$ cat config.mk
export PLATFORM = sky130hd
export DESIGN_NAME = burst_writer_flat
export DESIGN_NICKNAME = d
export VERILOG_FILES = /design/src/design/la_ctrl_pkg.sv /design/src/design/la_types_pkg.sv /design/src/design/store_if.sv /design/src/design/burst_writer.sv /design/src/flat_wrapper.sv
export VERILOG_INCLUDE_DIRS = /design/src /design/src/design
export SDC_FILE = /design/constraint.sdc
export NUM_CORES = 1
export LEC_CHECK = 0
export ABC_AREA = 0
export BUFFER_PORTS_ARGS = -buffer_cell sky130_fd_sc_hd__buf_2
export CAP_MARGIN = 20
export CORE_MARGIN = 1.5
export CORE_UTILIZATION = 53
export CTS_BUF_LIST = sky130_fd_sc_hd__clkbuf_4 sky130_fd_sc_hd__clkbuf_8
export CTS_CLUSTER_SIZE = 8
export DETAILED_ROUTE_END_ITERATION = 16
export PLACE_DENSITY_LB_ADDON = 0.08
export SETUP_SLACK_MARGIN = 0.1
export SLEW_MARGIN = 20
export SYNTH_ARGS = -nofsm -noshare
export SYNTH_HDL_FRONTEND = slang
export SYNTH_SLANG_ARGS = --single-unit
$ cat constraint.sdc
create_clock -name clk_ip -period 4.93 [get_ports clk_ip]
set_input_delay 0.493 -clock clk_ip [delete_from_list [all_inputs] [get_ports clk_ip]]
set_output_delay 0.493 -clock clk_ip [all_outputs]
set_load 0.1 [all_outputs]
$ cat src/design/la_cfg.svh
`ifndef LA_CFG_SVH
`define LA_CFG_SVH

// sample and store word geometry
`define LA_SAMPLE_W          8
`define LA_WORD_W            32
`define LA_SAMPLES_PER_WORD  4

// on-chip sample store
`define LA_ADDR_W            10
`define LA_STORE_DEPTH       1024

`define LA_BURST_MAX         8     // words per burst in both directions
`define LA_OUT_CREDITS       8     // consumer slots held after reset
`define LA_INGRESS_DEPTH     16

`endif

$ cat src/design/la_ctrl_pkg.sv
`default_nettype none

package la_ctrl_pkg;

    typedef enum logic [1:0] {
        IMMEDIATE,
        RISING,
        FALLING,
        HIGH
    } trig_mode_e;

    typedef enum logic [1:0] {
        CAP_IDLE,
        CAP_ARMED,   // waiting for trigger
        CAP_RUN,
        CAP_DONE
    } cap_state_e;

    typedef enum logic {
        WR_IDLE,
        WR_BURST
    } wr_state_e;

    typedef enum logic {
        RD_IDLE,
        RD_BURST
    } rd_state_e;

endpackage

`default_nettype wire

$ cat src/design/la_types_pkg.sv
`default_nettype none

`include "la_cfg.svh"

package la_types_pkg;

    typedef logic [`LA_SAMPLE_W-1:0] sample_t;
    typedef logic [`LA_WORD_W-1:0]   word_t;
    typedef logic [`LA_ADDR_W-1:0]   addr_t;

    // holds 1 to 8 so needs the extra bit
    typedef logic [$clog2(`LA_BURST_MAX):0] burst_len_t;

    // enough samples to fill the whole store
    typedef logic [`LA_ADDR_W+$clog2(`LA_SAMPLES_PER_WORD)-1:0] sample_cnt_t;

    typedef logic [3:0]                        rate_div_t;  // tick every div+1 cycles
    typedef logic [$clog2(`LA_SAMPLE_W)-1:0]   chan_sel_t;
    typedef logic [$clog2(`LA_OUT_CREDITS):0]  credit_t;

endpackage

`default_nettype wire

$ cat src/design/store_if.sv
`default_nettype none

interface store_if;
    import la_types_pkg::*;

    // write side
    logic  wr_en;
    addr_t wr_addr;
    word_t wr_data;

    // read data comes back one cycle after rd_en
    logic  rd_en;
    addr_t rd_addr;
    word_t rd_data;
    logic  rd_valid;

    modport writer (
        output wr_en, wr_addr, wr_data
    );

    modport reader (
        output rd_en, rd_addr,
        input  rd_data, rd_valid
    );

    modport store (
        input  wr_en, wr_addr, wr_data,
        input  rd_en, rd_addr,
        output rd_data, rd_valid
    );

endinterface

`default_nettype wire

$ cat src/design/burst_writer.sv
`default_nettype none

`include "la_cfg.svh"

module burst_writer (
    input  wire                      clk_ip,
    input  wire                      rst_n,
    input  wire                      word_valid,
    input  wire la_types_pkg::word_t word,
    input  wire                      capture_done,
    input  wire                      read_done,
    output logic [`LA_ADDR_W:0]      wr_ptr,
    output logic                     flushed,
    store_if.writer                  store
);
    import la_types_pkg::*;
    import la_ctrl_pkg::*;

    localparam int PTR_W = $clog2(`LA_INGRESS_DEPTH);

    word_t            ingress [`LA_INGRESS_DEPTH];
    logic [PTR_W-1:0] head;
    logic [PTR_W-1:0] tail;
    logic [PTR_W:0]   fill;
    wr_state_e        state;
    burst_len_t       left;
    burst_len_t       start_len;
    logic             start;
    logic             pop;
    logic             full;

    assign full      = (fill == `LA_INGRESS_DEPTH);
    assign start_len = (fill >= `LA_BURST_MAX) ? burst_len_t'(`LA_BURST_MAX) : burst_len_t'(fill);
    // full burst, or whatever is left once capture ends
    assign start     = (state == WR_IDLE) &&
                       ((fill >= `LA_BURST_MAX) || (capture_done && fill != '0));
    assign pop       = (state == WR_BURST);

    assign store.wr_en   = pop;
    assign store.wr_addr = wr_ptr[`LA_ADDR_W-1:0];
    assign store.wr_data = ingress[head];

    // nothing in flight toward the store
    assign flushed = capture_done && (fill == '0) && !word_valid;

    always_ff @(posedge clk_ip) begin
        if (word_valid) ingress[tail] <= word;
    end

    always_ff @(posedge clk_ip or negedge rst_n) begin
        if (!rst_n) begin
            state  <= WR_IDLE;
            left   <= '0;
            head   <= '0;
            tail   <= '0;
            fill   <= '0;
            wr_ptr <= '0;
        end else if (read_done) begin
            state  <= WR_IDLE;
            left   <= '0;
            head   <= '0;
            tail   <= '0;
            fill   <= '0;
            wr_ptr <= '0;
        end else begin
            if (word_valid) tail <= tail + 1'b1;
            if (pop) begin
                head   <= head + 1'b1;
                wr_ptr <= wr_ptr + 1'b1;
            end
            case ({word_valid, pop})
                2'b10:   fill <= fill + 1'b1;
                2'b01:   fill <= fill - 1'b1;
                default: ;
            endcase
            case (state)
                WR_IDLE: begin
                    if (start) begin
                        left  <= start_len;
                        state <= WR_BURST;
                    end
                end
                WR_BURST: begin
                    left <= left - 1'b1;
                    if (left == burst_len_t'(1)) state <= WR_IDLE;
                end
                default: state <= WR_IDLE;
            endcase
        end
    end

    // packer rate is far below the drain rate
    assert property (@(posedge clk_ip) disable iff (!rst_n)
        word_valid |-> !full);

endmodule

`default_nettype wire

$ cat src/flat_wrapper.sv
// flat-port wrapper written by rule: the top's interface ports become plain ports
module burst_writer_flat import la_types_pkg::*; import la_ctrl_pkg::*;
  (clk_ip, rst_n, word_valid, word, capture_done, read_done, wr_ptr, flushed, store_wr_en, store_wr_addr, store_wr_data);
  store_if store_i ();
  input  wire clk_ip;
  input  wire rst_n;
  input  wire word_valid;
  input  wire la_types_pkg::word_t word;
  input  wire capture_done;
  input  wire read_done;
  output logic [`LA_ADDR_W:0] wr_ptr;
  output logic flushed;
  output wire logic [$bits(store_i.wr_en)-1:0] store_wr_en;
  output wire logic [$bits(store_i.wr_addr)-1:0] store_wr_addr;
  output wire logic [$bits(store_i.wr_data)-1:0] store_wr_data;
  assign store_wr_en = store_i.wr_en;
  assign store_wr_addr = store_i.wr_addr;
  assign store_wr_data = store_i.wr_data;
  burst_writer u_core (.clk_ip(clk_ip), .rst_n(rst_n), .word_valid(word_valid), .word(word), .capture_done(capture_done), .read_done(read_done), .wr_ptr(wr_ptr), .flushed(flushed), .store(store_i));
endmodule
==> flow_metrics.py <==
metrics = {
    "outcome": {
        "status": "completed",
    },
    "cells_and_area": {
        "instances_no_fill": 1688,
        "nNetsFinal": 1159,
        "utilization": 0.607,
        "area_growth_pct": 12.8,
        "drive_gt1_frac": 0.341,
        "diodes": 0,
    },
    "synth": {
        "yosysTopAreaCell": "edfxtp_1",
        "synthTopCellsByCount": "edfxtp_1, mux4_2, a22oi_1",
        "synth_cells": 969,
        "synth_fp_nets": 1015,
        "ys_ff_latch": 541,
        "syn_area_per_cell_sq_um": 21.5,
        "ys_seq_area_frac": 0.773,
        "synth_area_leaders": "edfxtp_1, mux4_2, dfrtp_1",
        "synth_edf_count": 512,
        "synth_cell_types": 40,
        "syn_area_sq_mm": 0.0208,
        "yosysMostFrequentCell": "edfxtp_1",
        "synth_top_area_share": 0.738,
        "synth-async-reset-ratio": 0.0536,
        "ys.warnings.count": 0,
        "ys.flop_type": "edfxtp_1",
    },
    "cts": {
        "cts_resized": 0,
        "insertion_delay_ns": 0.64,
        "clock-sinks": 541,
        "cts_tree": "yes",
        "cts.clk_slew.worst_paths_ns": 0.06,
        "cts_made_buffers": 86,
        "cts_htree_levels": 3,
        "clockBufferDepth": 3,
        "post_cts_buffers": 0,
        "hold_buffers": 1,
        "cts_root_buf": "clkbuf_8",
    },
    "power_and_ir_drop": {
        "p_sw_frac": 0.308,
        "pwr-share-seq": 0.453,
        "p_per_area_mw_per_mm2": 499,
        "clockPowerShare": 0.304,
        "total_leakage_power_nw": 7.70,
        "peakVddDrop_mv": 0.276,
        "p_int_w": 0.00811,
        "netSwitchingPower_w": 0.00362,
        "combPwrFrac": 0.243,
    },
    "sta": {
        "hold_violations": 0,
        "relSlewSlack": 0.265,
        "max_freq_mhz": 266,
        "period_share": 0.761,
        "rsz0062_at_grt": "no",
        "maxSlewViolCount": 0,
        "skew_ns": 0.0228,
        "setup_viol": 0,
        "period_needed_ns": 3.75,
        "fin_tns_setup_ns": 0,
        "worst_slew_pin_slew_ns": 1.10,
    },
    "drt": {
        "drc_errors": 0,
        "drtIter0Drc": 799,
        "viasPerCell": 5.84,
        "drt_first_pass_iters": 7,
        "num_vias": 9856,
        "wirelength_mm": 43.6,
        "avgRoutedWirePerCell_um": 25.8,
        "postRouteAntennaNets": 0,
    },
    "floorplan": {
        "num_io_pins": 92,
        "die_area_sq_mm": 0.0405,
        "core_sq_mm": 0.0387,
        "rows": 72,
        "die-height_um": 201,
        "start_util": 0.538,
        "die_x_um": 201,
    },
    "critical_path": {
        "critPathLaunch": "u_core.head[0]$_DFFE_PN0P_",
        "r2r_start": "u_core.store.wr_en$_DFF_PN0_",
        "critPathKind": "flop to output port",
        "critical_path_arrival_ns": 3.26,
        "worst_setup_path_end_kind": "output port",
        "required_ns": 4.44,
        "critPathMaxFanout": 35,
        "start_kind": "flop",
    },
    "global_route": {
        "grt_pass1_vias": 10597,
        "grt-ovfl-total": 0,
        "grt_max_degree": 87,
        "grt_use_total": 0.224,
        "antenna_found_initial": 2,
        "grt_pass1_wl_mm": 65.9,
    },
    "job": {
        "max-cap-violations": 0,
    },
    "min_path": {
        "hp-class": "input port to flop",
        "hp-start": "capture_done",
    },
    "place": {
        "dp_hpwl_mm": 22.3,
        "portBuffers": 91,
        "routabilityCongestion": 0.732,
        "placedCellCount": 1542,
    },
}
[path summary, 6_finish.rpt]
kind | to | slack [ns] | depth (start not counted)
worst max-delay path | store_wr_data[27] | 1.18 | 5
worst min-delay path | u_core.left[2]$_DFFE_PN0P_ | 0.19 | 3
worst max register to register | u_core.fill[4]$_DFFE_PN0P_ | 2.62 | 7
worst min register to register | u_core.wr_ptr[10]$_DFFE_PN0P_ | 0.54 | 2
max in group asynchronous | u_core.head[0]$_DFFE_PN0P_ | 4.00 | 2
min in group asynchronous | u_core.left[0]$_DFFE_PN0P_ | 0.44 | 2
[registers in the layout (all words and copies together), names as in the netlist]
| signal | cells |
|---|---|
| u_core.store.wr_en | 1 |
| u_core.wr_ptr | 11 |
| u_core.left | 4 |
| u_core.head | 4 |
| u_core.tail | 4 |
| u_core.fill | 5 |
| u_core.ingress | 512 |
[cell families (layout without fill, tap and decap cells)]
group | after synthesis | after routing | share of synthesized area
multiplexers | 132 | 132 | 0.140
AO/OA/AOI/OAI | 80 | 80 | 0.0285
AND/OR/NAND/NOR | 118 | 118 | 0.0271
XOR/XNOR | 20 | 20 | 0.00841
buffers and inverters | 69 | 270 | 0.0175
flip-flops | 541 | 541 | 0.773
adder cells (fa/ha/maj) | 9 | 9 | 0.00541
[cell usage in the layout, fill, tap and decap left out, drive strengths merged, types with 3 or more instances in the layout]
cell type  netlist  final
dfrtp           29     29
mux4           128    128
nor2b            3      3
xnor2            7      7
inv              8     10
a22oi           64     64
clkinv           0     17
o21ai            3      3
nand3            3      3
edfxtp         512    512
xor2            13     13
nand2           44     44
nand4            5      5
nor3             5      5
buf             32    116
and2            18     18
mux2i            4      4
ha               9      9
clkbuf          29    125
nor2            27     27
[worst max-delay path, cell delays in order (launching register included)]
cell     delay [ns]
dfrtp_4        0.95
buf_12         0.37
mux4_2         0.54
a22oi_1        0.21
nand2_1        0.18
buf_2          0.34
[through the flow]
step	power [W]	setup slack, ns	area [sq um]	hold WS (ns)
floorplan	0.00780	2.39	20800	0.197
global placement	0.00828	1.78	21900	0.523
detailed placement	0.00829	1.79	21900	0.530
CTS	0.0119	1.12	23500	0.157
global route	0.0122	1.01	23500	0.216
finish	0.0117	1.18	23500	0.193
[power by group through the flow]
stage	clock [W]	combinational, W	sequential [W]
finish	0.00357	0.00285	0.00531
global route	0.00386	0.00302	0.00533
CTS	0.00365	0.00288	0.00532
detailed placement	0	0.00288	0.00541
global placement	0	0.00287	0.00541
floorplan	0	0.00247	0.00533
[area by class of cell]
cell class / instances / area, sq um
flip-flops and latches: 541 / 16100
fillers: 2807 / 15200
multi-input cells: 359 / 4410
clock buffers: 125 / 1500
repair buffers: 117 / 716
well taps: 518 / 648
clock inverters: 20 / 95.1
inverters: 8 / 30.0
[routing by layer]
metal / share of wire / global-route usage
met5: 0.00064 / 0
met4: 0.015 / 0.0666
met3: 0.060 / 0.0486
met2: 0.47 / 0.345
met1: 0.45 / 0.329
Note: power is estimated with default switching activity, not from simulation.
