$ cat src/design/la_cfg.svh
`ifndef LA_CFG_SVH
`define LA_CFG_SVH

// sample and store word geometry
`define LA_SAMPLE_W          8
`define LA_WORD_W            32
`define LA_SAMPLES_PER_WORD  4

// on-chip sample store
`define LA_ADDR_W            10
`define LA_STORE_DEPTH       1024

`define LA_BURST_MAX         8     // words per burst in both directions
`define LA_OUT_CREDITS       8     // consumer slots held after reset
`define LA_INGRESS_DEPTH     16

`endif

$ cat src/design/la_ctrl_pkg.sv
`default_nettype none

package la_ctrl_pkg;

    typedef enum logic [1:0] {
        IMMEDIATE,
        RISING,
        FALLING,
        HIGH
    } trig_mode_e;

    typedef enum logic [1:0] {
        CAP_IDLE,
        CAP_ARMED,   // waiting for trigger
        CAP_RUN,
        CAP_DONE
    } cap_state_e;

    typedef enum logic {
        WR_IDLE,
        WR_BURST
    } wr_state_e;

    typedef enum logic {
        RD_IDLE,
        RD_BURST
    } rd_state_e;

endpackage

`default_nettype wire

$ cat src/design/la_types_pkg.sv
`default_nettype none

`include "la_cfg.svh"

package la_types_pkg;

    typedef logic [`LA_SAMPLE_W-1:0] sample_t;
    typedef logic [`LA_WORD_W-1:0]   word_t;
    typedef logic [`LA_ADDR_W-1:0]   addr_t;

    // holds 1 to 8 so needs the extra bit
    typedef logic [$clog2(`LA_BURST_MAX):0] burst_len_t;

    // enough samples to fill the whole store
    typedef logic [`LA_ADDR_W+$clog2(`LA_SAMPLES_PER_WORD)-1:0] sample_cnt_t;

    typedef logic [3:0]                        rate_div_t;  // tick every div+1 cycles
    typedef logic [$clog2(`LA_SAMPLE_W)-1:0]   chan_sel_t;
    typedef logic [$clog2(`LA_OUT_CREDITS):0]  credit_t;

endpackage

`default_nettype wire

$ cat src/design/sample_capture.sv
`default_nettype none

`include "la_cfg.svh"

module sample_capture (
    input  wire                            clk_ip,
    input  wire                            rst_n,
    input  wire                            sample_run,
    input  wire                            read_done,
    input  wire la_types_pkg::rate_div_t   rate_div,
    input  wire la_types_pkg::sample_cnt_t sample_num,
    input  wire la_ctrl_pkg::trig_mode_e   trig_mode,
    input  wire la_types_pkg::chan_sel_t   trig_chan,
    input  wire la_types_pkg::sample_t     din,
    output logic                           word_valid,
    output la_types_pkg::word_t            word,
    output logic                           capture_done
);
    import la_types_pkg::*;
    import la_ctrl_pkg::*;

    localparam int LANE_W = $clog2(`LA_SAMPLES_PER_WORD);

    cap_state_e        state;
    rate_div_t         div_cnt;
    sample_cnt_t       smp_cnt;
    word_t             pack_buf;
    word_t             pack_next;
    logic              prev_bit;
    logic              have_prev;
    logic              cur_bit;
    logic              sampling;
    logic              tick;
    logic              trig_hit;
    logic              take;
    logic              last;
    logic              word_end;
    logic [LANE_W-1:0] lane;

    assign cur_bit      = din[trig_chan];
    assign sampling     = (state == CAP_ARMED) || (state == CAP_RUN);
    assign tick         = sampling && (div_cnt == '0);  // first tick on the arming cycle
    assign lane         = smp_cnt[LANE_W-1:0];
    assign last         = (smp_cnt + 1'b1) == sample_num;
    assign capture_done = (state == CAP_DONE);

    always_comb begin
        case (trig_mode)
            IMMEDIATE: trig_hit = 1'b1;
            RISING:    trig_hit = have_prev && !prev_bit && cur_bit;
            FALLING:   trig_hit = have_prev && prev_bit && !cur_bit;
            default:   trig_hit = cur_bit;
        endcase
    end

    // the triggering sample is the first one kept
    assign take     = tick && ((state == CAP_RUN) || trig_hit);
    assign word_end = take && ((lane == LANE_W'(`LA_SAMPLES_PER_WORD - 1)) || last);

    always_comb begin
        pack_next = pack_buf;
        pack_next[lane*`LA_SAMPLE_W +: `LA_SAMPLE_W] = din;  // low byte first
    end

    always_ff @(posedge clk_ip or negedge rst_n) begin
        if (!rst_n) begin
            state     <= CAP_IDLE;
            div_cnt   <= '0;
            smp_cnt   <= '0;
            prev_bit  <= 1'b0;
            have_prev <= 1'b0;
        end else if (read_done) begin
            state     <= CAP_IDLE;
            div_cnt   <= '0;
            smp_cnt   <= '0;
            prev_bit  <= 1'b0;
            have_prev <= 1'b0;
        end else begin
            case (state)
                CAP_IDLE:  if (sample_run) state <= CAP_ARMED;
                CAP_ARMED: if (take) state <= last ? CAP_DONE : CAP_RUN;
                CAP_RUN:   if (take && last) state <= CAP_DONE;
                default:   ;  // hold until read_done
            endcase
            if (sampling) begin
                div_cnt <= (div_cnt == rate_div) ? '0 : div_cnt + 1'b1;
            end
            if (tick) begin
                prev_bit  <= cur_bit;
                have_prev <= 1'b1;
            end
            if (take) smp_cnt <= smp_cnt + 1'b1;
        end
    end

    always_ff @(posedge clk_ip or negedge rst_n) begin
        if (!rst_n) begin
            word_valid <= 1'b0;
            pack_buf   <= '0;
        end else if (read_done) begin
            word_valid <= 1'b0;
            pack_buf   <= '0;
        end else begin
            word_valid <= word_end;
            if (take) pack_buf <= word_end ? '0 : pack_next;  // zeros pad a short word
        end
    end

    always_ff @(posedge clk_ip) begin
        if (word_end) word <= pack_next;
    end

    assert property (@(posedge clk_ip) disable iff (!rst_n)
        $rose(word_valid) |-> state != CAP_IDLE);

endmodule

`default_nettype wire

$ cat config.mk
export PLATFORM = sky130hd
export DESIGN_NAME = sample_capture
export DESIGN_NICKNAME = d
export VERILOG_FILES = /design/src/design/la_ctrl_pkg.sv /design/src/design/la_types_pkg.sv /design/src/design/sample_capture.sv
export VERILOG_INCLUDE_DIRS = /design/src /design/src/design
export SDC_FILE = /design/constraint.sdc
export NUM_CORES = 1
export LEC_CHECK = 0
export BUFFER_PORTS_ARGS = -buffer_cell sky130_fd_sc_hd__buf_4
export CORE_MARGIN = 2
export CORE_UTILIZATION = 50
export DETAILED_ROUTE_END_ITERATION = 8
export PLACE_DENSITY = 0.78
export RECOVER_POWER = 25
export SLEW_MARGIN = 0
export SYNTH_ARGS = -nofsm -noshare
export SYNTH_HDL_FRONTEND = slang
export SYNTH_SLANG_ARGS = --single-unit
$ cat constraint.sdc
create_clock -name clk_ip -period 6.6 [get_ports clk_ip]
set_clock_uncertainty 0.05 [all_clocks]
set_input_delay 0.33 -clock clk_ip [delete_from_list [all_inputs] [get_ports clk_ip]]
set_output_delay 0.33 -clock clk_ip [all_outputs]
set_load 0.005 [all_outputs]
==> run metrics, run 1 <==
combined flip-flop and latch cell area=2287 um^2; count of flip-flops with a built-in enable after synthesis=32; fraction of the cycle the final worst path needs=a little under half; H-tree levels=3; ranking of synthesized cells by area=sky130_fd_sc_hd__dfrtp_1 28%, sky130_fd_sc_hd__edfxtp_1 20%, sky130_fd_sc_hd__nand2_1 6.4%, sky130_fd_sc_hd__inv_1 6.1%, sky130_fd_sc_hd__o32ai_1 6.0%; hold endpoint=smp_cnt[1]; number of distinct library cells after synthesis=56; final count of hold timing violations=0; final design instance area without fill=5458 um^2; Initial DRC Count=214; hold buffer count at CTS=1; vias in the first global route=3,689; height of the die=~100 um; CP Capture Type=asynchronous set/reset pin; shortest clock period the worst path allows after layout=3167 ps; number of maximum-capacitance violations=1; worst-path maximum fanout=53; launch point of the critical path=rst_n; remaining global-route overflow=0; status=finished with violations; maximum number of pins on one net before global-route repair=54; Num CTS Buffers=9; multi-input combinational cell area=2003 um^2; worst slack, placed=3341 ps; violations in the final reports=capacitance limit, slew limit; routed wire length=10,740 um; top flip-flop cell by instance count after synthesis=sky130_fd_sc_hd__dfrtp_1; average via count per standard cell=approximately 5.7; FMAX=315.8 MHz; die area=approximately 10,000 um^2; Placeable Area=9196 um^2; register-to-register setup slack=3470 ps; cell area power density=268.0 nW/um^2; most common cell after layout, fill and taps aside=sky130_fd_sc_hd__nand2_1; number of warnings reported in the yosys synthesis log=0; critical path's largest stage delay=2060 ps; clock sink count=85; count of vias placed by the detailed router=3,797; area fraction of the dominant cell type after synthesis=~28%; post-synthesis sequential element count=85; gate count of the mapped netlist=492; nets@finish=590; Slew Viols, Final=54; remaining antenna violation count=0; final number of setup-violating endpoints=0; number of ports placed on the die boundary=67; GP Congestion=around 0.86; CTS tree=done; part of the Yosys area used for sequential elements=between 40% and 50%; critical path data arrival time=2940 ps; Worst R2R Path Depth=9; Worst Tran Pin Value=2924 ps; critical path's slowest cell=sky130_fd_sc_hd__clkbuf_1; row cnt=35; Initial Util=around 51%; wire length of the first global-routing pass=17,490 um; post-cts gate resize count=0; syn_area_per_cell=9.559 um^2; DRT Pass-1 Iters=5; root buffer selected by CTS=sky130_fd_sc_hd__clkbuf_8; # diodes=0; FF-to-FF End=word[23]; crit path cell chain=dlygate4sd3_1 -> clkbuf_1; critical path buffer and inverter count=2; DRC errors left=0; area added between synthesis and finish=16.04%; cell area after placement=5248 um^2; estimated wirelength of the detail-placed design=approximately 7300 um; Avg WL per Cell=16.25 um; deepest clock path buffer count=2; number of buffers added on ports=66; Filler Cells Inserted=792; setup repair after global routing missed its margin=no; Post-CTS Setup Bufs=0; type of element launching the critical path=input pin; Worst Hold Slack=256.6 ps; die boundary width=101.0 um; origin of the critical flop-to-flop path=smp_cnt[0]; launch instance of the worst min-delay path=read_done; share of cells above drive strength 1=17.45%; family with the most delay on the worst path=buffers and inverters; fraction of synthesis flops using an asynchronous set or reset pin=62.35%; clock transition time at the flip-flop clock pins of the worst setup and hold paths=90 ps; worst min-delay path class=input pin to register; cell accounting for the most synthesized area=sky130_fd_sc_hd__dfrtp_1; Skew-Pair Late Insertion Delay=350 ps; data required time at the worst endpoint=6370 ps; kind of critical path=input pin to asynchronous set/reset pin; maximum vdd drop=0.1613 mV; accumulated negative setup slack=0 ps; Lkg Pwr=approximately 2.3 nW; min setup slack post-route=3433 ps; total routing usage reported by global routing=a little over a fifth; antenna violations before repair=0; most frequent cells in the layout=80 x sky130_fd_sc_hd__nand2_1, 76 x sky130_fd_sc_hd__inv_1, 70 x sky130_fd_sc_hd__buf_4; total nets after synthesis=approximately 540; number of cells on the worst hold path=2; worst slew margin relative to its limit=-94.92%; area of the mapped netlist=4703 um^2
-- state kept, by name (all words and copies together), names as in the netlist --
signal / cells
smp_cnt: 12
pack_buf: 32
prev_bit: 1
word_valid: 1
word: 32
have_prev: 1
div_cnt: 4
state: 2
-- cell usage after synthesis, types with 2 or more instances --
master and number:
sky130_fd_sc_hd__nor4bb_1 2, sky130_fd_sc_hd__nand3_1 6, sky130_fd_sc_hd__and3_1 5, sky130_fd_sc_hd__nor4_1 3, sky130_fd_sc_hd__a211oi_1 3, sky130_fd_sc_hd__edfxtp_1 32
sky130_fd_sc_hd__ha_1 12, sky130_fd_sc_hd__o32ai_1 32, sky130_fd_sc_hd__nor3_1 6, sky130_fd_sc_hd__dfrtp_1 53, sky130_fd_sc_hd__or3_1 3, sky130_fd_sc_hd__o21ai_0 12
sky130_fd_sc_hd__nand4_1 3, sky130_fd_sc_hd__buf_2 8, sky130_fd_sc_hd__o2111ai_1 3, sky130_fd_sc_hd__nand2_1 80, sky130_fd_sc_hd__or2_2 2, sky130_fd_sc_hd__clkbuf_1 18
sky130_fd_sc_hd__nand4b_1 2, sky130_fd_sc_hd__nor2b_1 4, sky130_fd_sc_hd__xnor2_1 9, sky130_fd_sc_hd__xor2_1 13, sky130_fd_sc_hd__a21oi_1 9, sky130_fd_sc_hd__buf_1 3
sky130_fd_sc_hd__inv_1 76, sky130_fd_sc_hd__or4_1 3, sky130_fd_sc_hd__and4_1 2, sky130_fd_sc_hd__o21a_1 36, sky130_fd_sc_hd__mux4_2 2, sky130_fd_sc_hd__a311oi_1 2
sky130_fd_sc_hd__o41ai_1 2, sky130_fd_sc_hd__nor2_1 16, sky130_fd_sc_hd__nand2b_1 6, sky130_fd_sc_hd__mux2i_1 2
-- how the worst max path moves through the flow --
stage / end / slack [ps] / cells past startpoint
after floorplan: word[0] / 2690 / 9
after global placement: pack_buf[21] / 3490 / 9
after detailed placement: pack_buf[10] / 3340 / 9
after CTS: word[22] / 3470 / 9
after global routing: pack_buf[0] / 2810 / 2
final: pack_buf[2] / 3430 / 2
-- routing by layer --
layer | global-route usage [%] | up-vias | share of wire, %
met1 | 29.50 | 1820 | 44
li1 | - | 1813 | -
met4 | 9.771 | 0 | 2.5
met2 | 34.62 | 143 | 48
met5 | 0 | - | 0
met3 | 3.051 | 21 | 5.9
-- where the power goes --
group	switching, mW	total (mW)	leakage (nW)	internal [mW]
logic	0.296	0.458	1.25	0.162
registers	0.0314	0.615	0.975	0.584
clock network	0.209	0.390	0.103	0.181
-- cells by family (layout without fill, tap and decap cells) --
kind of cell,count (synthesis),after routing,share of synthesized area (%)
and+or+nand+nor,149,149,15.14
AOI/OAI and AO/OA,113,113,18.22
buffers and inverters,106,164,8.832
DFF,85,85,48.63
xor gates and xnor gates,23,23,4.602
adders and majority gates,12,12,3.192
muxes,4,4,1.383
-- final cells by class --
cell class / count / share of cell area, %
Tap cell: 111 / 2.545
Sequential cell: 85 / 41.91
Clock buffer: 9 / 2.270
Clock inverter: 7 / 1.467
Inverter: 76 / 5.227
Timing Repair Buffer: 72 / 9.881
Multi-Input combinational cell: 301 / 36.70
-- metrics by stage --
step | total power, mW | utilization, % | cells
final | 1.463 | 59.35 | 661
after CTS | 1.466 | 59.39 | 661
after floorplan | 0.9441 | - | 492
after detailed placement | 1.078 | 57.06 | 644
after global placement | 1.068 | 57.06 | 644
after global routing | 1.545 | 59.35 | 661
Note: power is estimated with default switching activity, not from simulation.
==> inputs of run 2 (changes only) <==
Settings changed: PLACE_DENSITY 0.78 to 0.81.
Clock period 6.6 ns to 2.8 ns, I/O delays scaled along.
==> run 2 against run 1 <==
The flow now finishes without violations. Core utilization is 3.0 points higher. Die area stayed put. Wire length is 3.1% higher. Final area is 5.0% higher. Clock power is 130% higher. Sequential power is 130% higher. Cell count is 2.4% higher. Total power is 140% higher. Combinational power grew to 2.6 times the previous value. Via count is 2.5% higher. First-iteration DRC count is 38% higher. Sequential share of layout area is 2.0 points lower. Highest routed layer unchanged.
==> run metrics, run 2 (same netlist as run 1, synthesis figures left out) <==
die area=10,200 um^2 (unchanged); count of vias placed by the detailed router=3,892 (+2.5%); status=complete, no violations; maximum vdd drop=0.4453 mV (+180%); maximum number of pins on one net before global-route repair=54 (unchanged); cell area power density=618.1 nW/um^2 (+130%); net switching power=1.261 mW (+140%); row cnt=35 (unchanged); Filler Cells Inserted=736 (-7.1%); Initial Util=51.14% (unchanged); Skew-Pair Late Insertion Delay=350 ps (about the same); final count of hold timing violations=0 (unchanged); fraction of the cycle the final worst path needs=97.85%; critical path data arrival time=2760 ps (-180 ps); Worst R2R Path Depth=11 (+2); number of cells on the worst hold path=2 (unchanged); FF-to-FF End=word[29]; wire length of the first global-routing pass=17,890 um (+2.3%); remaining global-route overflow=0 (unchanged); estimated wirelength of the detail-placed design=7415 um (+2.1%); DRC errors left=0 (unchanged); shortest clock period the worst path allows after layout=2740 ps; GP Congestion=0.8876 (+2.9%); Num CTS Buffers=9 (unchanged); die boundary width=101.0 um (unchanged); launch point of the critical path=smp_cnt[0]; Initial DRC Count=296 (+38%); CP Capture Type=register; number of ports placed on the die boundary=67 (unchanged); worst min-delay path class=input pin to register; average via count per standard cell=5.749 (about the same); post-layout total power=3.542 mW (+140%); fraction of power consumed by sequential logic=40.6% (-1.4 points); launch instance of the worst min-delay path=read_done; cell area after placement=5413 um^2 (+3.1%); hold endpoint=smp_cnt[5]; antenna violations before repair=0 (unchanged); area added between synthesis and finish=21.84%; number of maximum-capacitance violations=0 (-1); most frequent cells in the layout=80 x sky130_fd_sc_hd__nand2_1, 79 x sky130_fd_sc_hd__buf_4, 74 x sky130_fd_sc_hd__inv_1; number of buffers added on ports=66 (unchanged); # diodes=0 (unchanged); final design instance area without fill=5731 um^2 (+5.0%); type of element launching the critical path=register; Sw Ratio=35.60% (-1.1 points); Avg WL per Cell=16.35 um (+0.66%); Slew Viols, Final=0 (-100%); leading registers by flop count=pack_buf: 32 flops, word: 32 flops, smp_cnt: 12 flops; kind of critical path=register to register; DRT Pass-1 Iters=5 (unchanged); nets@finish=606 (+2.7%); multi-input combinational cell area=2054 um^2 (+2.6%); height of the die=101.0 um (unchanged); clock network power share=25.5% (-1.2 points); Lkg Pwr=2.440 nW (+4.7%); worst slew margin relative to its limit=8.185% (+100 points); origin of the critical flop-to-flop path=smp_cnt[0]; share of cells above drive strength 1=21.73% (+4.3 points); routed wire length=11,070 um (+3.1%); final number of setup-violating endpoints=0 (unchanged); Internal Power=2.281 mW (+150%); root buffer selected by CTS=sky130_fd_sc_hd__clkbuf_8; FMAX=between 300 and 400 MHz; vias in the first global route=3,733 (+1.2%); combined flip-flop and latch cell area=2290 um^2 (+0.11%); Logic pwr share=33.9% (+2.6 points); register-to-register setup slack=60 ps (-3410 ps); deepest clock path buffer count=2 (unchanged); setup repair after global routing missed its margin=no; H-tree levels=3 (unchanged); most common cell after layout, fill and taps aside=sky130_fd_sc_hd__nand2_1; data required time at the worst endpoint=2820 ps (-3550 ps); clock sink count=85 (unchanged); CTS tree=done; worst-path maximum fanout=9 (-83%); total routing usage reported by global routing=22.18% (+0.50 points); Placeable Area=9196 um^2 (unchanged); Worst Tran Pin Value=1377 ps (-1547 ps); clock transition time at the flip-flop clock pins of the worst setup and hold paths=90 ps (about the same); remaining antenna violation count=0 (unchanged)
[run 2: cell types whose count changed in the layout (fill, tap and decap cells not counted), sizes merged]
cell	change
buf	+14
clkbuf	+2
clkinv	+4
clkinvlp	-1
inv	-3
[run 2: routing by layer]
metal	wire length [um]	vias up	GRT usage, %
li1	-	1846	-
met1	4536	1843	29.45
met2	5528	189	38.10
met3	860	14	3.606
met4	145	0	5.509
met5	0	-	0
[run 2: per-stage QoR]
| step | instances | TNS [ps] | hold WS, ps | setup slack, ps | utilization [%] |
|---|---|---|---|---|---|
| final | 677 | 0 | 51.50 | 60.10 | 62.31 |
| after global routing | 677 | 0 | 61.62 | 2.886 | 62.31 |
| after CTS | 673 | 0 | 36.03 | 47.69 | 61.27 |
| after detailed placement | 656 | 0 | 179.9 | 2.519 | 58.86 |
| after global placement | 656 | 0 | 171.6 | 151.8 | 58.86 |
| after floorplan | 492 | -514.1 | -205.6 | -16.06 | - |
[run 2: cell type report]
type                            count  area share [%]
Sequential cell                    85           39.96
Multi-Input combinational cell    301           35.85
Timing Repair Buffer               88           13.08
Inverter                           76           5.022
Tap cell                          111           2.424
Clock buffer                        9           2.162
Clock inverter                      7           1.507
[run 2: worst max path at each step]
stage	end	slack, ps	depth (start not counted)
after CTS	word[31]	50	8
after floorplan	word[0]	-20	7
after detailed placement	word[19]	3	8
after global placement	word[14]	150	8
final	word[29]	60	11
after global routing	word[10]	3	11
[run 2: what timing repair did]
action,4_1_cts,5_1_grt
resized for setup,1,3
setup endpoints to repair,18,32
hold buffers,1,0
hold endpoints to repair,53,0
buffers inserted,0,1
pin swaps,0,1
gates cloned,0,3
[run 2: power groups by stage]
stage / Combinational [mW] / Clock (mW) / Sequential, mW
after floorplan: 0.801 / 0 / 1.45
after global placement: 1.15 / 0 / 1.46
after detailed placement: 1.19 / 0 / 1.46
after CTS: 1.19 / 0.916 / 1.43
after global routing: 1.33 / 0.972 / 1.45
final: 1.20 / 0.903 / 1.44
[run 2: critical path, stage by stage (launching register included)]
cell and delay [ps]:
sky130_fd_sc_hd__dfrtp_1 410, sky130_fd_sc_hd__buf_4 190, sky130_fd_sc_hd__inv_4 90, sky130_fd_sc_hd__ha_4 220, sky130_fd_sc_hd__xor2_1 140, sky130_fd_sc_hd__nor2_1 140, sky130_fd_sc_hd__nand4b_1 110, sky130_fd_sc_hd__or4_4 460
sky130_fd_sc_hd__o21a_1 240, sky130_fd_sc_hd__nor2_4 110, sky130_fd_sc_hd__buf_12 140, sky130_fd_sc_hd__clkbuf_16 150
