### src/design/la_cfg.svh
`ifndef LA_CFG_SVH
`define LA_CFG_SVH

// sample and store word geometry
`define LA_SAMPLE_W          8
`define LA_WORD_W            32
`define LA_SAMPLES_PER_WORD  4

// on-chip sample store
`define LA_ADDR_W            10
`define LA_STORE_DEPTH       1024

`define LA_BURST_MAX         8     // words per burst in both directions
`define LA_OUT_CREDITS       8     // consumer slots held after reset
`define LA_INGRESS_DEPTH     16

`endif

### src/design/la_ctrl_pkg.sv
`default_nettype none

package la_ctrl_pkg;

    typedef enum logic [1:0] {
        IMMEDIATE,
        RISING,
        FALLING,
        HIGH
    } trig_mode_e;

    typedef enum logic [1:0] {
        CAP_IDLE,
        CAP_ARMED,   // waiting for trigger
        CAP_RUN,
        CAP_DONE
    } cap_state_e;

    typedef enum logic {
        WR_IDLE,
        WR_BURST
    } wr_state_e;

    typedef enum logic {
        RD_IDLE,
        RD_BURST
    } rd_state_e;

endpackage

`default_nettype wire

### src/design/la_types_pkg.sv
`default_nettype none

`include "la_cfg.svh"

package la_types_pkg;

    typedef logic [`LA_SAMPLE_W-1:0] sample_t;
    typedef logic [`LA_WORD_W-1:0]   word_t;
    typedef logic [`LA_ADDR_W-1:0]   addr_t;

    // holds 1 to 8 so needs the extra bit
    typedef logic [$clog2(`LA_BURST_MAX):0] burst_len_t;

    // enough samples to fill the whole store
    typedef logic [`LA_ADDR_W+$clog2(`LA_SAMPLES_PER_WORD)-1:0] sample_cnt_t;

    typedef logic [3:0]                        rate_div_t;  // tick every div+1 cycles
    typedef logic [$clog2(`LA_SAMPLE_W)-1:0]   chan_sel_t;
    typedef logic [$clog2(`LA_OUT_CREDITS):0]  credit_t;

endpackage

`default_nettype wire

### src/design/store_if.sv
`default_nettype none

interface store_if;
    import la_types_pkg::*;

    // write side
    logic  wr_en;
    addr_t wr_addr;
    word_t wr_data;

    // read data comes back one cycle after rd_en
    logic  rd_en;
    addr_t rd_addr;
    word_t rd_data;
    logic  rd_valid;

    modport writer (
        output wr_en, wr_addr, wr_data
    );

    modport reader (
        output rd_en, rd_addr,
        input  rd_data, rd_valid
    );

    modport store (
        input  wr_en, wr_addr, wr_data,
        input  rd_en, rd_addr,
        output rd_data, rd_valid
    );

endinterface

`default_nettype wire

### src/design/burst_reader.sv
`default_nettype none

`include "la_cfg.svh"

module burst_reader (
    input  wire                      clk_ip,
    input  wire                      rst_n,
    input  wire [`LA_ADDR_W:0]       wr_ptr,
    input  wire                      flushed,
    input  wire                      out_credit,
    input  wire                      read_done,
    output logic                     out_valid,
    output la_types_pkg::word_t      out_data,
    output logic                     read_idle,
    store_if.reader                  store
);
    import la_types_pkg::*;
    import la_ctrl_pkg::*;

    rd_state_e           state;
    logic [`LA_ADDR_W:0] rd_ptr;
    logic [`LA_ADDR_W:0] avail;
    credit_t             credits;
    burst_len_t          left;
    burst_len_t          want_len;
    logic                start;
    logic                issue;

    assign avail    = wr_ptr - rd_ptr;
    assign want_len = (avail >= `LA_BURST_MAX) ? burst_len_t'(`LA_BURST_MAX) : burst_len_t'(avail);
    // whole burst must fit in the consumer's free slots
    assign start    = (state == RD_IDLE) && flushed && (rd_ptr < wr_ptr) &&
                      (credits >= want_len);
    assign issue    = (state == RD_BURST);

    assign store.rd_en   = issue;
    assign store.rd_addr = rd_ptr[`LA_ADDR_W-1:0];

    assign out_valid = store.rd_valid;
    assign out_data  = store.rd_data;
    assign read_idle = (state == RD_IDLE) && flushed && (rd_ptr == wr_ptr) && !store.rd_valid;

    always_ff @(posedge clk_ip or negedge rst_n) begin
        if (!rst_n) begin
            state  <= RD_IDLE;
            left   <= '0;
            rd_ptr <= '0;
        end else if (read_done) begin
            state  <= RD_IDLE;
            left   <= '0;
            rd_ptr <= '0;
        end else begin
            case (state)
                RD_IDLE: begin
                    if (start) begin
                        left  <= want_len;
                        state <= RD_BURST;
                    end
                end
                RD_BURST: begin
                    rd_ptr <= rd_ptr + 1'b1;
                    left   <= left - 1'b1;
                    if (left == burst_len_t'(1)) state <= RD_IDLE;
                end
                default: state <= RD_IDLE;
            endcase
        end
    end

    // credits survive read_done since words already sent still come back
    always_ff @(posedge clk_ip or negedge rst_n) begin
        if (!rst_n) begin
            credits <= credit_t'(`LA_OUT_CREDITS);
        end else begin
            case ({out_credit, issue})
                2'b10:   credits <= credits + 1'b1;
                2'b01:   credits <= credits - 1'b1;
                default: ;
            endcase
        end
    end

    assert property (@(posedge clk_ip) disable iff (!rst_n)
        credits <= `LA_OUT_CREDITS);

endmodule

`default_nettype wire

### src/flat_wrapper.sv
// flat-port wrapper written by rule: the top's interface ports become plain ports
module burst_reader_flat import la_types_pkg::*; import la_ctrl_pkg::*;
  (clk_ip, rst_n, wr_ptr, flushed, out_credit, read_done, out_valid, out_data, read_idle, store_rd_en, store_rd_addr, store_rd_data, store_rd_valid);
  store_if store_i ();
  input  wire clk_ip;
  input  wire rst_n;
  input  wire [`LA_ADDR_W:0] wr_ptr;
  input  wire flushed;
  input  wire out_credit;
  input  wire read_done;
  output logic out_valid;
  output la_types_pkg::word_t out_data;
  output logic read_idle;
  output wire logic [$bits(store_i.rd_en)-1:0] store_rd_en;
  output wire logic [$bits(store_i.rd_addr)-1:0] store_rd_addr;
  input wire logic [$bits(store_i.rd_data)-1:0] store_rd_data;
  input wire logic [$bits(store_i.rd_valid)-1:0] store_rd_valid;
  assign store_rd_en = store_i.rd_en;
  assign store_rd_addr = store_i.rd_addr;
  assign store_i.rd_data = store_rd_data;
  assign store_i.rd_valid = store_rd_valid;
  burst_reader u_core (.clk_ip(clk_ip), .rst_n(rst_n), .wr_ptr(wr_ptr), .flushed(flushed), .out_credit(out_credit), .read_done(read_done), .out_valid(out_valid), .out_data(out_data), .read_idle(read_idle), .store(store_i));
endmodule
### config.mk
export PLATFORM = sky130hd
export DESIGN_NAME = burst_reader_flat
export DESIGN_NICKNAME = d
export VERILOG_FILES = /design/src/design/la_ctrl_pkg.sv /design/src/design/la_types_pkg.sv /design/src/design/store_if.sv /design/src/design/burst_reader.sv /design/src/flat_wrapper.sv
export VERILOG_INCLUDE_DIRS = /design/src /design/src/design
export SDC_FILE = /design/constraint.sdc
export NUM_CORES = 1
export LEC_CHECK = 0
export BUFFER_PORTS_ARGS = -buffer_cell sky130_fd_sc_hd__buf_2
export CAP_MARGIN = 20
export CELL_PAD_IN_SITES_DETAIL_PLACEMENT = 0
export CELL_PAD_IN_SITES_GLOBAL_PLACEMENT = 2
export CORE_UTILIZATION = 29
export CTS_CLUSTER_DIAMETER = 40
export DETAILED_ROUTE_END_ITERATION = 16
export HOLD_SLACK_MARGIN = 0.1
export PLACE_DENSITY = 0.93
export SKIP_CTS_REPAIR_TIMING = 1
export SLEW_MARGIN = 20
export SYNTH_ARGS = -nofsm -noshare
export SYNTH_HDL_FRONTEND = slang
export SYNTH_SLANG_ARGS = --single-unit
### constraint.sdc
create_clock -name clk_ip -period 9.5 [get_ports clk_ip]
set_input_delay 1.9 -clock clk_ip [delete_from_list [all_inputs] [get_ports clk_ip]]
set_output_delay 1.9 -clock clk_ip [all_outputs]
set_load 0.01 [all_outputs]
==> summary.txt, run 1 <==
Status
  • Status: finished clean

Clocking
  • TritonCTS buffer count: 3
  • # clock sinks: 20
  • Clock transition at path regs: 0.08 ns
  • CTS Root Cell: clkbuf_8
  • Clk_lat worst skew: 0.26 ns
  • # H-tree levels: 1
  • TritonCTS clock tree: built
  • Maximum clock path buffer count: 2

Worst setup path
  • Slowest-stage cell, CP: or4_1
  • Critical path type: in -> reg
  • Instance count on the critical path: 16
  • Buf+Inv Stages, Crit Path: 2
  • CP arrival: around 5.7 ns
  • CP max stage delay: 0.51 ns
  • Crit Path Max Fanout: 9
  • Cell chain of the critical path: buf_2 -> inv_1 -> ha_1 -> fa_1 -> nand2b_1 -> a21oi_2 -> o211ai_1 -> a2111oi_4 -> o2111ai_2 -> or3_2 -> ha_1 -> o21ai_0 -> a21oi_1 -> o211ai_1 -> or4_1 -> a221oi_2
  • Crit. End Element: flip-flop
  • Worst reg2reg path depth: 14
  • R2r endpoint: u_core.left[1]
  • CP top delay family: compound AO/OA/AOI/OAI gates
  • Reg-to-reg slack, setup: 5.23 ns
  • WP data required: 9.68 ns
  • Critical path launch point type: primary input
  • FF-to-FF Start: u_core.rd_ptr[0]

Timing
  • Peak Freq: 182 MHz
  • Worst-margin pin slew: 0.590 ns
  • Setup TNS: 0 ns
  • Fin crit share: between 50 and 60%
  • Final Hold Vio Count: 0
  • RSZ-0062 raised after global routing: no
  • Crit path time final: 5.50 ns
  • Final setup violating endpoints: 0
  • Fin Hold WS: around 0.49 ns
  • Max-slew headroom: 60.5%
  • Max-slew violations: 0
  • PnR worst setup slack: between 3 and 4 ns
  • Post-Route Skew: roughly 0.0056 ns

Yosys
  • #FFs+latches synth: 20
  • Synth Instances: between 200 and 300
  • Synth area leader: dfrtp_1
  • Syn_nets: 333
  • Synth async-reset ratio: 100%
  • Dominant synthesized flop cell: dfrtp_1
  • Yosys cell types: 53
  • Synth top area cells: dfrtp_1 22%, buf_4 15%, ha_1 12%
  • Syn_area_per_cell: 8.35 um2
  • Post-synthesis sequential area ratio: 23.0%
  • Synth warnings: 0
  • Post-synth EDFFs: 0
  • Synth Cell Area: 2180 um2
  • Post-synth top area share: 21.8%

Layout
  • Area growth, synth to finish: -1.61%
  • Layout Nets: 319
  • Ant diodes: 0
  • Post-Layout Cell Count: 345
  • Layout cells sized above 1: ~18%

Drt
  • Vias/cell: about 4.7
  • Met2 routed WL: 2.08 mm
  • Iteration-0 DRC Markers: 85
  • Initial DRT Pass Iterations: 5
  • Routed wire length: 4.51 mm
  • Via Count: 1635
  • Post-route DRC violation count: 0
  • DRT met1 WL: 2.11 mm
  • Metal3 WL: 282 um
  • DR WL/cell: 13.1 um
  • Uppermost layer routed: met4
  • DRT antenna net count: 0

Floorplanning
  • Die area: about 7900 um2
  • Core region area: 7250 um2
  • Die X: 88.7 um
  • Row count: 31
  • Die Ht: 88.7 um
  • I/O Pins: 94
  • Starting Density: a little under a third

Placement
  • Placed Cells: 341
  • PortBufs: 29
  • Routability cong.: between 0.8 and 0.9
  • Pre-CTS setup slack: between 3 and 4 ns
  • DP HPWL: 3.57 mm

Power
  • Internal power: between 150 and 200 uW
  • Comb pwr share: 38.0%
  • Sequential Power Share: about two fifths
  • Clock Power Share: 20.4%
  • Total Power Consumption: 289 uW
  • Switching Share: 36.9%
  • Leakage power: 0.000906 uW
  • P_sw: 107 uW
  • Pwr/cell area: 135 nW/um2
  • Peak VDD IR: 0.0000848 V

Global routing
  • First-pass GRT wire length: just under 7 mm
  • GRT Overall Usage: 11.4%
  • Total global routing overflow: 0
  • Pin count of the biggest net entering global routing: 21
  • Antenna violations before repair: 0
  • Number of global-route vias before repair: 1501

Min path
  • HP Start: u_core.credits[0]
  • Hold Path Class: reg -> reg
  • Hold Path End: u_core.credits[0]
  • WHS Path Cells: 1

Run
  • Max cap viols: 0
synth_stat cells, types with 2 or more instances:
cell type and count:
buf_4 43, nor2_1 26, inv_1 25, ha_1 21, dfrtp_1 19, nand2_1 18, xnor2_1 14, a21oi_1 12
o21ai_0 8, nand3_1 5, nand2b_1 4, nor3_1 4, o211ai_1 4, clkbuf_1 3, nand4_1 3, o21a_1 3
or4_1 3, xor2_1 3, a211oi_1 2, a21oi_2 2, a221oi_2 2, fa_1 2, nor2b_1 2, nor4_1 2
nor4b_1 2, or3_1 2
how the worst max path moves through the flow:
| stage | to | slack, ns | from |
|---|---|---|---|
| after floorplan | u_core.left[1] | 4.16 | wr_ptr[0] |
| after global placement | u_core.left[1] | 3.82 | wr_ptr[0] |
| after detailed placement | u_core.left[1] | 3.72 | wr_ptr[0] |
| after CTS | u_core.left[1] | 3.98 | wr_ptr[0] |
| after global routing | u_core.left[0] | 3.71 | wr_ptr[0] |
| final | u_core.left[1] | 4.00 | wr_ptr[0] |
area by class of cell:
| class | instances | area [um2] |
|---|---|---|
| tap | 99 | 124 |
| sequential | 20 | 502 |
| fill | 786 | 5110 |
| multi-input combinational | 168 | 1230 |
| inverter | 25 | 93.8 |
| timing repair buffer | 29 | 145 |
| clock buffer | 4 | 45.0 |
placed cells by master, fill, tap and decap left out, drive strengths merged, types with 2 or more instances in the layout:
cell type and count:
buf 29, nor2b 2, o211ai 4, a21oi 14, o21a 3, nand2b 4, or3 3, nand4 3
nand2 19, nor4 2, o2111ai 2, xor2 3, or4 3, nor2 26, a211oi 2, ha 21
and3 2, nor3 4, o21ai 9, clkbuf 4, inv 25, nand3 5, nor4b 2, fa 2
a221oi 2, dfrtp 19, a2111oi 2, xnor2 14
state kept, by name, summed over array words and instances (netlist names):
register            count
u_core.rd_ptr          11
u_core.credits          4
u_core.left             4
u_core.store.rd_en      1
routing by layer:
layer | up-vias | global-route usage (%)
met5 | - | 0
li1 | 828 | -
met3 | 2 | 2.52
met2 | 55 | 19.6
met4 | 0 | 2.93
met1 | 750 | 14.5
power by group through the flow:
stage          Clock (uW)  Combinational, uW  Sequential [uW]
2_1_floorplan           0                104              115
3_3_place_gp            0                109              122
3_5_place_dp            0                110              122
4_1_cts              59.6                111              120
5_1_grt              63.7                127              123
6_report             59.0                110              120
per-stage QoR:
| step | cell area [um2] | util, % |
|---|---|---|
| floorplan | 2180 | - |
| global placement | 2100 | 28.9 |
| detailed placement | 2100 | 28.9 |
| CTS | 2140 | 29.6 |
| global route | 2140 | 29.6 |
| finish | 2140 | 29.6 |
cell families after synthesis:
| kind of cell | Yosys count | share of synthesized area [%] |
|---|---|---|
| buf+inv | 73 | 20.3 |
| fa+ha+maj | 23 | 13.9 |
| simple gates | 79 | 18.3 |
| mux | 1 | 0.459 |
| compound gates | 48 | 17.2 |
| xor+xnor | 17 | 6.83 |
| flops | 20 | 23.0 |
Power figures use the tool's default switching activity.
==> run 2: changes to the inputs <==
--- a/config.mk
+++ b/config.mk
@@ -6,15 +6,16 @@
 export SDC_FILE = /design/constraint.sdc
 export NUM_CORES = 1
 export LEC_CHECK = 0
+export ABC_AREA = 1
 export BUFFER_PORTS_ARGS = -buffer_cell sky130_fd_sc_hd__buf_2
 export CAP_MARGIN = 20
 export CELL_PAD_IN_SITES_DETAIL_PLACEMENT = 0
 export CELL_PAD_IN_SITES_GLOBAL_PLACEMENT = 2
-export CORE_UTILIZATION = 29
+export CORE_UTILIZATION = 25
 export CTS_CLUSTER_DIAMETER = 40
 export DETAILED_ROUTE_END_ITERATION = 16
 export HOLD_SLACK_MARGIN = 0.1
-export PLACE_DENSITY = 0.93
+export PLACE_DENSITY = 0.87
 export SKIP_CTS_REPAIR_TIMING = 1
 export SLEW_MARGIN = 20
 export SYNTH_ARGS = -nofsm -noshare
==> constraint.sdc (replaced) <==
create_clock -name clk_ip -period 5.61 [get_ports clk_ip]
set_input_delay 1.122 -clock clk_ip [delete_from_list [all_inputs] [get_ports clk_ip]]
set_output_delay 1.122 -clock clk_ip [all_outputs]
set_load 0.01 [all_outputs]
==> run 2 against run 1 <==
  * Sequential power increased by 73%
  * Die area increased by 20%
  * Critical path depth increased by 9
  * Synthesized area increased by 3.9%
  * Worst hold slack got worse by 0.0065 ns
  * Combinational power increased by 110%
  * First-iteration DRC count decreased by 2.4%
  * Register-to-register slack got worse by 2.8 ns
  * Count of clock-buffer cells in the layout unchanged
  * Synthesized cell count increased by 27%
  * Critical path type unchanged
  * Largest cell class unchanged
==> summary.txt, run 2 <==
Floorplanning
  • Row count: 34 (was 31)
  • Die Ht: 97.2 um (was 88.7 um)
  • Core region area: 8760 um2 (was 7250 um2)
  • Die X: 97.2 um (was 88.7 um)
  • Starting Density: 25.8% (was 30.1%)
  • Die area: 9440 um2 (was 7870 um2)
  • I/O Pins: 94 (unchanged)

Power
  • Peak VDD IR: 0.0000833 V (was 0.0000848 V)
  • Pwr/cell area: 242 nW/um2 (was 135 nW/um2)
  • Leakage power: 0.00122 uW (was 0.000906 uW)

Global routing
  • Global-route track usage on met1: 15.7% (was 14.5%)
  • GRT Overall Usage: 11.2% (was 11.4%)
  • GR peak layer: met2 (unchanged)
  • Met3 Use GR: 3.24% (was 2.52%)
  • First-pass GRT wire length: 8.75 mm (was 6.84 mm)
  • GR Util met2: 17.1% (was 19.6%)
  • Pin count of the biggest net entering global routing: 21 (unchanged)
  • Antenna violations before repair: 0 (unchanged)
  • Total global routing overflow: 0 (unchanged)
  • Number of global-route vias before repair: 1815 (was 1501)

Yosys
  • Post-synth EDFFs: 0 (unchanged)
  • Synth area leader: dfrtp_1 (unchanged)
  • Synth Instances: 331 (was 261)
  • Synth warnings: 0 (unchanged)
  • Dominant synthesized flop cell: dfrtp_1 (unchanged)
  • Synth top area cells: dfrtp_1 21%, buf_4 14%, nand2_1 13% (was dfrtp_1 22%, buf_4 15%, ha_1 12%)
  • Post-synth top area share: 21.0% (was 21.8%)
  • #FFs+latches synth: 20 (unchanged)
  • Synth Cell Area: 2260 um2 (was 2180 um2)
  • Post-synthesis sequential area ratio: 22.2% (was 23.0%)
  • Synth async-reset ratio: 100% (unchanged)
  • Syn_nets: 403 (was 333)
  • Synth top cells by count: 80 x nand2_1, 53 x inv_1, 43 x buf_4 (was 43 x buf_4, 26 x nor2_1, 25 x inv_1)
  • Most frequent cell after synthesis: nand2_1 (was buf_4)
  • Yosys cell types: 32 (was 53)
  • Syn_area_per_cell: 6.84 um2 (was 8.35 um2)

Worst setup path
  • Slowest-stage cell, CP: fa_1 (was or4_1)
  • CP max stage delay: 0.40 ns (was 0.51 ns)
  • Critical path launch point type: primary input (unchanged)
  • CP arrival: 3.84 ns (was 5.68 ns)
  • Critical path type: in -> reg (unchanged)
  • Most frequent CP cell: nand2_1
  • WP data required: 5.82 ns (was 9.68 ns)
  • Crit. End Element: flip-flop (unchanged)
  • Crit Path Max Fanout: 5 (was 9)

Min path
  • Hold Path Class: reg -> reg (unchanged)

Placement
  • PortBufs: 29 (unchanged)
  • Pre-CTS setup slack: 1.69 ns (was 3.72 ns)
  • DP HPWL: 4.28 mm (was 3.57 mm)
  • Routability cong.: 0.842 (was 0.831)
  • Placed Instance Area: 2220 um2 (was 2100 um2)

Drt
  • Routed wire length: 5.02 mm (was 4.51 mm)
  • Post-route DRC violation count: 0 (unchanged)
  • DRT antenna net count: 0 (unchanged)
  • Initial DRT Pass Iterations: 4 (was 5)
  • Vias/cell: 4.42 (was 4.74)
  • DR WL/cell: 11.7 um (was 13.1 um)
  • Via Count: 1891 (was 1635)
  • Iteration-0 DRC Markers: 83 (was 85)

Clocking
  • CTS Root Cell: clkbuf_8 (unchanged)
  • # clock sinks: 20 (unchanged)
  • # H-tree levels: 1 (unchanged)
  • Clock transition at path regs: 0.08 ns (about the same)
  • TritonCTS buffer count: 3 (unchanged)
  • TritonCTS clock tree: built (unchanged)
  • Maximum clock path buffer count: 2 (unchanged)
  • Clk_lat worst skew: 0.27 ns (was 0.26 ns)

Timing
  • RSZ-0062 raised after global routing: no (unchanged)
  • Fin crit share: 64.7%
  • Setup TNS: 0 ns (unchanged)
  • Fin Hold WS: 0.488 ns (was 0.494 ns)
  • Final Hold Vio Count: 0 (unchanged)
  • Worst-margin pin slew: 0.478 ns (was 0.590 ns)
  • Final setup violating endpoints: 0 (unchanged)
  • Max-slew violations: 0 (unchanged)
  • Post-Route Skew: 0.00612 ns (was 0.00557 ns)
  • Max-slew headroom: 68.1% (was 60.5%)
  • Crit path time final: 3.63 ns
  • PnR worst setup slack: 1.98 ns (was 4.00 ns)
  • Peak Freq: around 280 MHz

Layout
  • Multi-input gate area: 1230 um2 (about the same)
  • Register area: 502 um2 (unchanged)
  • Ant diodes: 0 (unchanged)
  • Area growth, synth to finish: 0.332% (was -1.61%)
  • Max reg flops: 11 (unchanged)
  • Layout Nets: 393 (was 319)
  • Top flop regs: u_core.rd_ptr: 11 flops, u_core.credits: 4 flops, u_core.left: 4 flops (unchanged)
  • Final Cell Area: 2270 um2 (was 2140 um2)
  • Biggest register: u_core.rd_ptr (unchanged)
  • Fill cell count: 994 (was 786)
  • Layout cells sized above 1: 16.6% (was 17.9%)
  • Most common cell after layout, fill and taps aside: nand2_1 (was buf_2)
  • Commonest non-fill, non-tap cells in the layout: 80 x nand2_1, 53 x inv_1, 29 x buf_2, 22 x nand3_1, 21 x ha_1 (was 29 x buf_2, 26 x nor2_1, 25 x inv_1, 21 x ha_1, 19 x dfrtp_1)

Run
  • Max cap viols: 0 (unchanged)

Status
  • Status: finished clean (unchanged)
run 2: logic make-up (layout without fill, tap and decap cells):
family | Yosys count | after routing | share of synthesized area, %
and+or+nand+nor | 153 | 153 | 31.1
adders and majority gates | 23 | 23 | 13.4
xor gates and xnor gates | 6 | 6 | 2.32
buffers and inverters | 99 | 88 | 23.6
DFF | 20 | 20 | 22.2
AOI/OAI and AO/OA | 30 | 30 | 7.46
run 2: where the power goes:
group / switching [uW] / internal (uW) / leakage, uW
clock network: 52.1 / 62.7 / 0.0000288
logic: 130 / 97.0 / 0.000926
registers: 34.8 / 173 / 0.000269
run 2: final cells by class:
class	instances	share of cell area [%]
Multi-Input combinational cell	212	54.1
Clock buffer	4	2.42
Inverter	55	9.09
Tap cell	108	5.95
Timing Repair Buffer	29	6.39
Sequential cell	20	22.1
run 2: worst paths after layout:
kind                                   start                end  slack, ns  cells after the start
hold / removal             u_core.credits[0]  u_core.credits[0]       0.49                      1
setup reg to reg            u_core.rd_ptr[0]     u_core.left[2]       2.40                     23
setup / recovery                   wr_ptr[0]     u_core.left[2]       1.98                     25
max in group asynchronous              rst_n  u_core.credits[3]       4.46                      1
hold reg to reg            u_core.credits[0]  u_core.credits[0]       0.49                      1
min in group asynchronous              rst_n  u_core.credits[0]       0.80                      1
run 2: through the flow:
step | std cells | power, uW | util, %
detailed placement | 424 | 440 | 25.3
floorplan | 331 | 407 | -
CTS | 428 | 559 | 25.9
global route | 428 | 606 | 25.9
finish | 428 | 550 | 25.9
global placement | 424 | 438 | 25.3
run 2: worst max-delay path: cells and delay by family:
kind,cells,cell delay [ns]
adder cells (fa/ha/maj),3,0.88
AND/OR/NAND/NOR,15,1.24
AO/OA/AOI/OAI,2,0.23
buffers and inverters,5,0.36
run 2: layer usage:
metal / share of wire (%) / wire length, um
met5: 0 / 0
met1: 51 / 2560
met4: 1.3 / 65
met3: 4.9 / 248
met2: 43 / 2140
